File: src/frame_pkg.sv
package frame_pkg;

    ////////////////////////////////////////////////////////////////////////////
    // frame geometry
    // kept small so a whole frame fits in a short simulation
    localparam int FRAME_WIDTH  = 8;
    localparam int FRAME_HEIGHT = 4;

    ////////////////////////////////////////////////////////////////////////////
    // sample and coordinate widths
    localparam int PIXEL_WIDTH = 8;
    localparam int COORD_WIDTH = 16;

    typedef logic [PIXEL_WIDTH-1:0] pixel_t;
    typedef logic [COORD_WIDTH-1:0] coord_t;

    ////////////////////////////////////////////////////////////////////////////
    // frame header
    // "BIVFRAME", most significant byte goes out first
    localparam logic [63:0] MAGIC_NUM     = 64'h42_49_56_46_52_41_4D_45;
    localparam int          MAGIC_BYTES   = 8;
    localparam int          HDR_IDX_WIDTH = $clog2(MAGIC_BYTES);

    ////////////////////////////////////////////////////////////////////////////
    // output buffering and flow control
    localparam int FIFO_DEPTH      = 16;
    localparam int FIFO_ADDR_WIDTH = $clog2(FIFO_DEPTH);
    localparam int CREDIT_MAX      = 16;
    localparam int CREDIT_WIDTH    = $clog2(CREDIT_MAX + 1);

    // mid level for the contrast byte
    localparam int Z_OFFSET = 128;

    // serializer FSM
    typedef enum logic [1:0] {
        IDLE,
        HEADER,
        Z_BYTE,
        C_BYTE
    } ser_state_e;

endpackage

File: src/pixel_stream_if.sv
`timescale 1ns/1ps

interface pixel_stream_if;
    import frame_pkg::*;

    // one pixel pair per valid beat, no stall
    logic   valid;
    pixel_t plus;
    pixel_t minus;
    coord_t row;
    coord_t col;

    modport source (
        output valid,
        output plus,
        output minus,
        output row,
        output col
    );

    modport sink (
        input valid,
        input plus,
        input minus,
        input row,
        input col
    );

endinterface

File: src/frame_ingest.sv
`timescale 1ns/1ps

module frame_ingest (
    input  logic              core_clk,
    input  logic              sys_reset,
    input  logic              pix_valid_i,
    input  logic              pix_sof_i,
    input  frame_pkg::pixel_t pix_plus_i,
    input  frame_pkg::pixel_t pix_minus_i,
    pixel_stream_if.source    out_bus
);
    import frame_pkg::*;

    coord_t col_cnt;
    coord_t row_cnt;
    coord_t col_cur;
    coord_t row_cur;
    coord_t col_next;
    coord_t row_next;
    logic   sof_hit;

    ////////////////////////////////////////////////////////////////////////////
    // position tracking

    // sof forces the current pixel to the origin
    assign sof_hit = pix_valid_i && pix_sof_i;
    assign col_cur = sof_hit ? '0 : col_cnt;
    assign row_cur = sof_hit ? '0 : row_cnt;

    // advance from the current pixel, so sof leads to column 1
    always_comb begin
        col_next = col_cnt;
        row_next = row_cnt;
        if (pix_valid_i) begin
            if (col_cur == coord_t'(FRAME_WIDTH - 1)) begin
                col_next = '0;
                if (row_cur == coord_t'(FRAME_HEIGHT - 1)) begin
                    row_next = '0;
                end else begin
                    row_next = row_cur + coord_t'(1);
                end
            end else begin
                col_next = col_cur + coord_t'(1);
                row_next = row_cur;
            end
        end
    end

    always_ff @(posedge core_clk) begin
        if (sys_reset) begin
            col_cnt       <= '0;
            row_cnt       <= '0;
            out_bus.valid <= 1'b0;
        end else begin
            col_cnt       <= col_next;
            row_cnt       <= row_next;
            out_bus.valid <= pix_valid_i;
        end
    end

    ////////////////////////////////////////////////////////////////////////////
    // input register stage
    always_ff @(posedge core_clk) begin
        out_bus.plus  <= pix_plus_i;
        out_bus.minus <= pix_minus_i;
        out_bus.row   <= row_cur;
        out_bus.col   <= col_cur;
    end

endmodule

File: src/dual_channel_scale.sv
`timescale 1ns/1ps

module dual_channel_scale (
    input  logic           core_clk,
    input  logic           sys_reset,
    pixel_stream_if.sink   in_bus,
    pixel_stream_if.source out_bus
);
    import frame_pkg::*;

    logic                          s1_valid;
    logic signed [PIXEL_WIDTH:0]   s1_diff;
    logic        [PIXEL_WIDTH:0]   s1_sum;
    coord_t                        s1_row;
    coord_t                        s1_col;
    logic signed [PIXEL_WIDTH+1:0] z_wide;
    logic        [PIXEL_WIDTH:0]   c_round;
    pixel_t                        z_byte;
    pixel_t                        c_byte;

    ////////////////////////////////////////////////////////////////////////////
    // stage one: difference and sum
    always_ff @(posedge core_clk) begin
        if (sys_reset) begin
            s1_valid <= 1'b0;
        end else begin
            s1_valid <= in_bus.valid;
        end
    end

    always_ff @(posedge core_clk) begin
        s1_diff <= $signed({1'b0, in_bus.plus}) - $signed({1'b0, in_bus.minus});
        s1_sum  <= {1'b0, in_bus.plus} + {1'b0, in_bus.minus};
        s1_row  <= in_bus.row;
        s1_col  <= in_bus.col;
    end

    ////////////////////////////////////////////////////////////////////////////
    // stage two: contrast and mean bytes

    // contrast around the mid level, range -127..383 before clamping
    always_comb begin
        z_wide = (PIXEL_WIDTH + 2)'(Z_OFFSET) + (PIXEL_WIDTH + 2)'(s1_diff);
        if (z_wide[PIXEL_WIDTH+1]) begin
            z_byte = '0;
        end else if (z_wide[PIXEL_WIDTH]) begin
            z_byte = '1;
        end else begin
            z_byte = z_wide[PIXEL_WIDTH-1:0];
        end
    end

    // rounded mean, sum plus one never exceeds nine bits
    assign c_round = s1_sum + 1'b1;
    assign c_byte  = c_round[PIXEL_WIDTH:1];

    always_ff @(posedge core_clk) begin
        if (sys_reset) begin
            out_bus.valid <= 1'b0;
        end else begin
            out_bus.valid <= s1_valid;
        end
    end

    // z rides on plus, c on minus
    always_ff @(posedge core_clk) begin
        out_bus.plus  <= z_byte;
        out_bus.minus <= c_byte;
        out_bus.row   <= s1_row;
        out_bus.col   <= s1_col;
    end

endmodule

File: src/frame_serializer.sv
`timescale 1ns/1ps

module frame_serializer (
    input  logic               core_clk,
    input  logic               sys_reset,
    pixel_stream_if.sink       in_bus,
    input  logic               credit_i,
    output frame_pkg::pixel_t  byte_o,
    output logic               byte_valid_o,
    output logic               overflow_o
);
    import frame_pkg::*;

    // entry layout is {frame start, z, c}
    logic [2*PIXEL_WIDTH:0]     fifo_mem [FIFO_DEPTH];
    logic [FIFO_ADDR_WIDTH-1:0] wr_ptr;
    logic [FIFO_ADDR_WIDTH-1:0] rd_ptr;
    logic [FIFO_ADDR_WIDTH:0]   fifo_count;
    logic                       fifo_full;
    logic                       fifo_empty;
    logic                       frame_start;
    logic                       wr_en;
    logic                       pop;
    logic                       rd_sof;
    pixel_t                     rd_z;
    pixel_t                     rd_c;

    ser_state_e                 state;
    ser_state_e                 state_next;
    logic [HDR_IDX_WIDTH-1:0]   hdr_idx;
    logic                       hdr_last;
    pixel_t                     cur_z;
    pixel_t                     cur_c;
    logic [CREDIT_WIDTH-1:0]    credit_cnt;
    logic                       send;

    ////////////////////////////////////////////////////////////////////////////
    // pixel FIFO
    assign frame_start = (in_bus.row == '0) && (in_bus.col == '0);
    assign fifo_full   = fifo_count == (FIFO_ADDR_WIDTH + 1)'(FIFO_DEPTH);
    assign fifo_empty  = fifo_count == '0;

    // a pixel arriving on a full FIFO is lost
    assign wr_en = in_bus.valid && !fifo_full;

    assign {rd_sof, rd_z, rd_c} = fifo_mem[rd_ptr];

    always_ff @(posedge core_clk) begin
        if (wr_en) begin
            fifo_mem[wr_ptr] <= {frame_start, in_bus.plus, in_bus.minus};
        end
    end

    always_ff @(posedge core_clk) begin
        if (sys_reset) begin
            wr_ptr     <= '0;
            rd_ptr     <= '0;
            fifo_count <= '0;
            overflow_o <= 1'b0;
        end else begin
            if (wr_en) begin
                wr_ptr <= wr_ptr + 1'b1;
            end
            if (pop) begin
                rd_ptr <= rd_ptr + 1'b1;
            end
            case ({wr_en, pop})
                2'b10:   fifo_count <= fifo_count + 1'b1;
                2'b01:   fifo_count <= fifo_count - 1'b1;
                default: fifo_count <= fifo_count;
            endcase
            if (in_bus.valid && fifo_full) begin
                overflow_o <= 1'b1;
            end
        end
    end

    ////////////////////////////////////////////////////////////////////////////
    // credit counter
    assign send         = (state != IDLE) && (credit_cnt != '0);
    assign byte_valid_o = send;

    always_ff @(posedge core_clk) begin
        if (sys_reset) begin
            credit_cnt <= '0;
        end else if (credit_i && !send) begin
            if (credit_cnt != CREDIT_WIDTH'(CREDIT_MAX)) begin
                credit_cnt <= credit_cnt + 1'b1;
            end
        end else if (!credit_i && send) begin
            credit_cnt <= credit_cnt - 1'b1;
        end
    end

    ////////////////////////////////////////////////////////////////////////////
    // byte FSM

    // next entry is taken when idle or right after its predecessor's c byte
    assign pop      = !fifo_empty && ((state == IDLE) || ((state == C_BYTE) && send));
    assign hdr_last = hdr_idx == HDR_IDX_WIDTH'(MAGIC_BYTES - 1);

    always_comb begin
        state_next = state;
        case (state)
            IDLE: begin
                if (pop) begin
                    state_next = rd_sof ? HEADER : Z_BYTE;
                end
            end
            HEADER: begin
                if (send && hdr_last) begin
                    state_next = Z_BYTE;
                end
            end
            Z_BYTE: begin
                if (send) begin
                    state_next = C_BYTE;
                end
            end
            C_BYTE: begin
                if (send) begin
                    if (pop) begin
                        state_next = rd_sof ? HEADER : Z_BYTE;
                    end else begin
                        state_next = IDLE;
                    end
                end
            end
            default: state_next = IDLE;
        endcase
    end

    always_ff @(posedge core_clk) begin
        if (sys_reset) begin
            state   <= IDLE;
            hdr_idx <= '0;
        end else begin
            state <= state_next;
            if ((state == HEADER) && send) begin
                hdr_idx <= hdr_last ? '0 : hdr_idx + 1'b1;
            end
        end
    end

    always_ff @(posedge core_clk) begin
        if (pop) begin
            cur_z <= rd_z;
            cur_c <= rd_c;
        end
    end

    // header goes out MSB first
    always_comb begin
        case (state)
            HEADER:  byte_o = MAGIC_NUM[PIXEL_WIDTH*(MAGIC_BYTES-1-int'(hdr_idx)) +: PIXEL_WIDTH];
            Z_BYTE:  byte_o = cur_z;
            C_BYTE:  byte_o = cur_c;
            default: byte_o = '0;
        endcase
    end

endmodule

File: src/stereo_preview_top.sv
`timescale 1ns/1ps

module stereo_preview_top (
    input  logic              core_clk,
    input  logic              sys_reset,
    input  logic              pix_valid_i,
    input  logic              pix_sof_i,
    input  frame_pkg::pixel_t pix_plus_i,
    input  frame_pkg::pixel_t pix_minus_i,
    input  logic              credit_i,
    output frame_pkg::pixel_t byte_o,
    output logic              byte_valid_o,
    output logic              overflow_o
);

    ////////////////////////////////////////////////////////////////////////////
    // internal pixel buses
    pixel_stream_if ingest_bus ();

    // plus carries z, minus carries c
    pixel_stream_if scaled_bus ();

    ////////////////////////////////////////////////////////////////////////////
    // input side
    frame_ingest frame_ingest_i (
        .core_clk   (core_clk),
        .sys_reset  (sys_reset),
        .pix_valid_i(pix_valid_i),
        .pix_sof_i  (pix_sof_i),
        .pix_plus_i (pix_plus_i),
        .pix_minus_i(pix_minus_i),
        .out_bus    (ingest_bus.source)
    );

    ////////////////////////////////////////////////////////////////////////////
    // contrast and mean
    dual_channel_scale dual_channel_scale_i (
        .core_clk (core_clk),
        .sys_reset(sys_reset),
        .in_bus   (ingest_bus.sink),
        .out_bus  (scaled_bus.source)
    );

    ////////////////////////////////////////////////////////////////////////////
    // byte stream out
    frame_serializer frame_serializer_i (
        .core_clk    (core_clk),
        .sys_reset   (sys_reset),
        .in_bus      (scaled_bus.sink),
        .credit_i    (credit_i),
        .byte_o      (byte_o),
        .byte_valid_o(byte_valid_o),
        .overflow_o  (overflow_o)
    );

endmodule

File: config.mk
export PLATFORM = sky130hd
export DESIGN_NAME = stereo_preview_top
export DESIGN_NICKNAME = d
export VERILOG_FILES = /design/src/frame_pkg.sv /design/src/pixel_stream_if.sv /design/src/frame_ingest.sv /design/src/dual_channel_scale.sv /design/src/frame_serializer.sv /design/src/stereo_preview_top.sv
export SDC_FILE = /design/constraint.sdc
export NUM_CORES = 1
export LEC_CHECK = 0
export ABC_AREA = 1
export BUFFER_PORTS_ARGS = -buffer_cell sky130_fd_sc_hd__buf_2
export CAP_MARGIN = 20
export CORE_ASPECT_RATIO = 0.8
export CORE_MARGIN = 2
export CORE_UTILIZATION = 32
export CTS_CLUSTER_SIZE = 40
export DETAILED_ROUTE_END_ITERATION = 10
export PLACE_DENSITY_LB_ADDON = 0.05
export SKIP_CTS_REPAIR_TIMING = 1
export SYNTH_ARGS = -nofsm -noshare
export SYNTH_HDL_FRONTEND = slang
export SYNTH_SLANG_ARGS = --single-unit
File: constraint.sdc
create_clock -name core_clk -period 2.58 [get_ports core_clk]
set_input_delay 0.645 -clock core_clk [delete_from_list [all_inputs] [get_ports core_clk]]
set_output_delay 0.645 -clock core_clk [all_outputs]
set_load 0.05 [all_outputs]
==> metrics.md <==
| Metric | Value |
|---|---|
| Total gr overflow | `0` |
| Clock Pin Slew Worst Setup and Hold Paths | `0.06 ns` |
| Drt wl/cell | `18.4 µm` |
| Num Clock Sinks | `496` |
| Sw Ratio | `29.9%` |
| Clk root buf | `clkbuf_16` |
| Post-Synth XOR/XNOR Area | `1.46%` |
| Leakage power figure | `8.54 nW` |
| Peak VDD IR | `507 µV` |
| RD Place Congestion | `0.816` |
| Synth area leaders | `edfxtp_1 (45%), dfxtp_1 (22%), nand2_1 (4.0%)` |
| First-pass GRT wire length | `72,600 µm` |
| Die ar. | `approximately 62,000 µm²` |
| Fin. max-slew vios | `0` |
| PwrDens | `980 nW/µm²` |
| Cell-internal power | `15.5 mW` |
| Seq pwr share | `roughly 45%` |
| DR iter-0 viols | `752` |
| Share of cells above drive strength 1 | `12.4%` |
| Initial antenna violation count | `3` |
| Post-Syn Area | `19,100 µm²` |
| Syn-to-layout area delta | `18.1%` |
| Final Hold Fails | `0` |
| Final TNS setup | `0 ns` |
| Synth Area in Simple Gates | `9.69%` |
| Largest net degree at the start of global routing | `50` |
| I/O pins | `31` |
| Largest family of logic cells by synthesized area | `compound AO/OA/AOI/OAI gates` |
| Arr. time, crit path | `1.83 ns` |
| Worst setup SP type | `flip-flop` |
| Crit path kind | `flip-flop to output port` |
| Die width | `277 µm` |
| Synth Area in Compound Gates | `10.4%` |
| H-tree levels | `2` |
| Syn nets | `1,742` |
| Fmax achieved | `404 MHz` |
| # setup viols final | `0` |
| Max-slew headroom | `roughly 54%` |
| Post-synthesis adder-cell area fraction | `2.80%` |
| CP required | `1.93 ns` |
| Final ANT Viol Nets | `0` |
| Number of flops mapped to enable cells by yosys | `288` |
| Synth cell types | `37` |
| Post-synth top area cell | `edfxtp_1` |
| Post-synthesis sequential area ratio | `roughly 67%` |
| Vias | `12,100` |
| Vias in the first global route | `11,700` |
| Gate power share | `between 10% and 20%` |
| Overall power | `about 22 mW` |
| Mux contribution to synthesized area | `about 3.3%` |
| Synth warn | `0` |
| Drt pass-1 iters | `7` |
| Routed Wire Length | `47,500 µm` |
| Clock skew | `0.0164 ns` |
| Crit path cell chain | `nand2_1 -> clkinv_1 -> buf_4 -> a221o_1 -> buf_2` |
| Bufs on Longest Clock Path | `3` |
| Syn avg cell area | `11.4 µm²` |
| Clk Latency, worst-skew pair | `~0.6 ns` |
| Layout net count | `around 1,800` |
| GRT Total Usage | `15.5%` |
| Synthesized instance count | `1,680` |
| Post-synth ARST share | `0%` |
| Worst hold path class | `input pin to flip-flop` |
| Initial Util | `approximately a third` |
| Area fraction of the dominant cell type after synthesis | `45.2%` |
| Final period util | `between 90% and 100%` |
| Synth top cells by count | `edfxtp_1 (288), dfxtp_1 (208), nand2_1 (202), inv_1 (188), a21oi_1 (144)` |
| Core area | `59,400 µm²` |
| CP peak stage delay | `0.34 ns` |
| Row count | `80` |
| Drc violations | `0` |
| Max-cap viol count | `0` |
| Dpl hpwl | `29,700 µm` |
| # port buffers | `30` |
| Crit path time final | `around 2.5 ns` |
| Ys flop type | `edfxtp_1` |
| Clock power share | `35.5%` |
| Critical path's slowest cell | `dfxtp_2` |
| Crit-path max FO | `8` |
| Status | `completed` |
| Psw | `6.63 mW` |
| CTS tree | `yes` |
| Total CTS buffers | `53` |
| Slew at the pin closest to its max-slew limit | `0.682 ns` |
| Critical Path End Type | `output port` |
| Die Y | `223 µm` |
| Number of diodes | `0` |
| Synth Register Bits | `496` |
| RSZ-0062 raised after global routing | `no` |
| Vias per Instance | `4.68` |
| Count leader, synth | `edfxtp_1` |
==> metrics by stage <==
stage / setup WS (ns) / utilization, % / instances / instance area [µm²] / hold WS [ns]
after floorplan: 0.228 / - / 1680 / 19100 / 0.310
after global placement: 0.197 / 34.9 / 2488 / 20700 / 0.310
after detailed placement: 0.188 / 34.9 / 2488 / 20700 / 0.312
after CTS: -0.135 / 38.0 / 2588 / 22600 / 0.105
after global routing: 0.00713 / 38.1 / 2589 / 22600 / 0.123
final: 0.102 / 38.1 / 2589 / 22600 / 0.152
==> critical path, delay by kind of cell, from the launching register on <==
kind	cells	cell delay [ns]
buffers and inverters	3	0.50
AND/OR/NAND/NOR	1	0.09
flip-flops	1	0.34
AO/OA/AOI/OAI	1	0.33
==> registers in the layout, indices dropped and copies added (netlist names), 9 cells and up, named ones only <==
| signal | cells |
|---|---|
| dual_channel_scale_i.out_bus.col | 16 |
| dual_channel_scale_i.out_bus.row | 16 |
| dual_channel_scale_i.s1_col | 16 |
| dual_channel_scale_i.s1_diff | 9 |
| dual_channel_scale_i.s1_row | 16 |
| frame_ingest_i.col_cnt | 16 |
| frame_ingest_i.out_bus.col | 16 |
| frame_ingest_i.out_bus.row | 16 |
| frame_ingest_i.row_cnt | 16 |
| frame_serializer_i.fifo_mem | 272 |
==> power by group through the flow <==
| stage | combinational [mW] | clock [mW] | sequential [mW] |
|---|---|---|---|
| after floorplan | 3.15 | 0 | 9.69 |
| after global routing | 4.91 | 8.43 | 10.0 |
| after CTS | 4.39 | 8.14 | 9.94 |
| after global placement | 4.36 | 0 | 10.1 |
| after detailed placement | 4.38 | 0 | 10.1 |
| final | 4.37 | 7.86 | 9.92 |
==> path summary, 6_finish.rpt <==
path | from | endpoint | slack [ns] | cells after the start
setup reg to reg | frame_serializer_i.credit_cnt[0]$_SDFFE_PP0P_ | frame_serializer_i.fifo_count[4]$_SDFFE_PP0P_ | 0.23 | 15
setup / recovery | frame_serializer_i.state[0]$_SDFFE_PP0P_ | byte_o[6] | 0.10 | 5
hold / removal | pix_minus_i[6] | frame_ingest_i.out_bus.minus[6]$_DFF_P_ | 0.15 | 1
hold reg to reg | frame_ingest_i.out_bus.row[9]$_DFF_P_ | dual_channel_scale_i.s1_row[9]$_DFF_P_ | 0.32 | 0
==> cell families after synthesis <==
group / count (synthesis)
xor+xnor: 32
buf+inv: 262
fa+ha+maj: 41
simple gates: 428
mux: 64
compound gates: 357
flops: 496
==> placed cells by master, fill, tap and decap left out, types with 4 or more instances in the layout <==
master and n:
a21oi_1 144, buf_12 17, buf_2 26, buf_4 52, clkbuf_1 9, clkbuf_16 58, clkbuf_8 10, clkinv_1 6
clkinv_2 7, dfxtp_1 203, dfxtp_2 4, edfxtp_1 288, ha_1 38, inv_1 187, inv_2 6, mux2i_1 64
nand2_1 201, nand2_2 8, nand3_1 96, nand4_1 25, nor2_1 61, nor2_2 19, nor3_1 5, nor4_1 8
o211ai_1 70, o21ai_0 122, o21ai_1 6, o21bai_1 6, xnor2_1 8, xor2_1 24
==> per-layer routing <==
layer	up-vias	global-route usage, %	part of all wire (%)
met5	-	0	0
met4	0	3.89	1.8
met3	57	2.43	4.0
met2	189	23.8	44
met1	5851	22.7	50
li1	6032	-	-
==> final cells by class <==
type,count,area (µm²)
Clock buffer,78,1630
Sequential cell,496,12800
Inverter,196,736
Clock inverter,22,211
Fill cell,5762,36800
Tap cell,779,975
Timing Repair Buffer,96,872
Multi-Input combinational cell,922,5360
No activity file was read; power rests on OpenSTA's default activity.
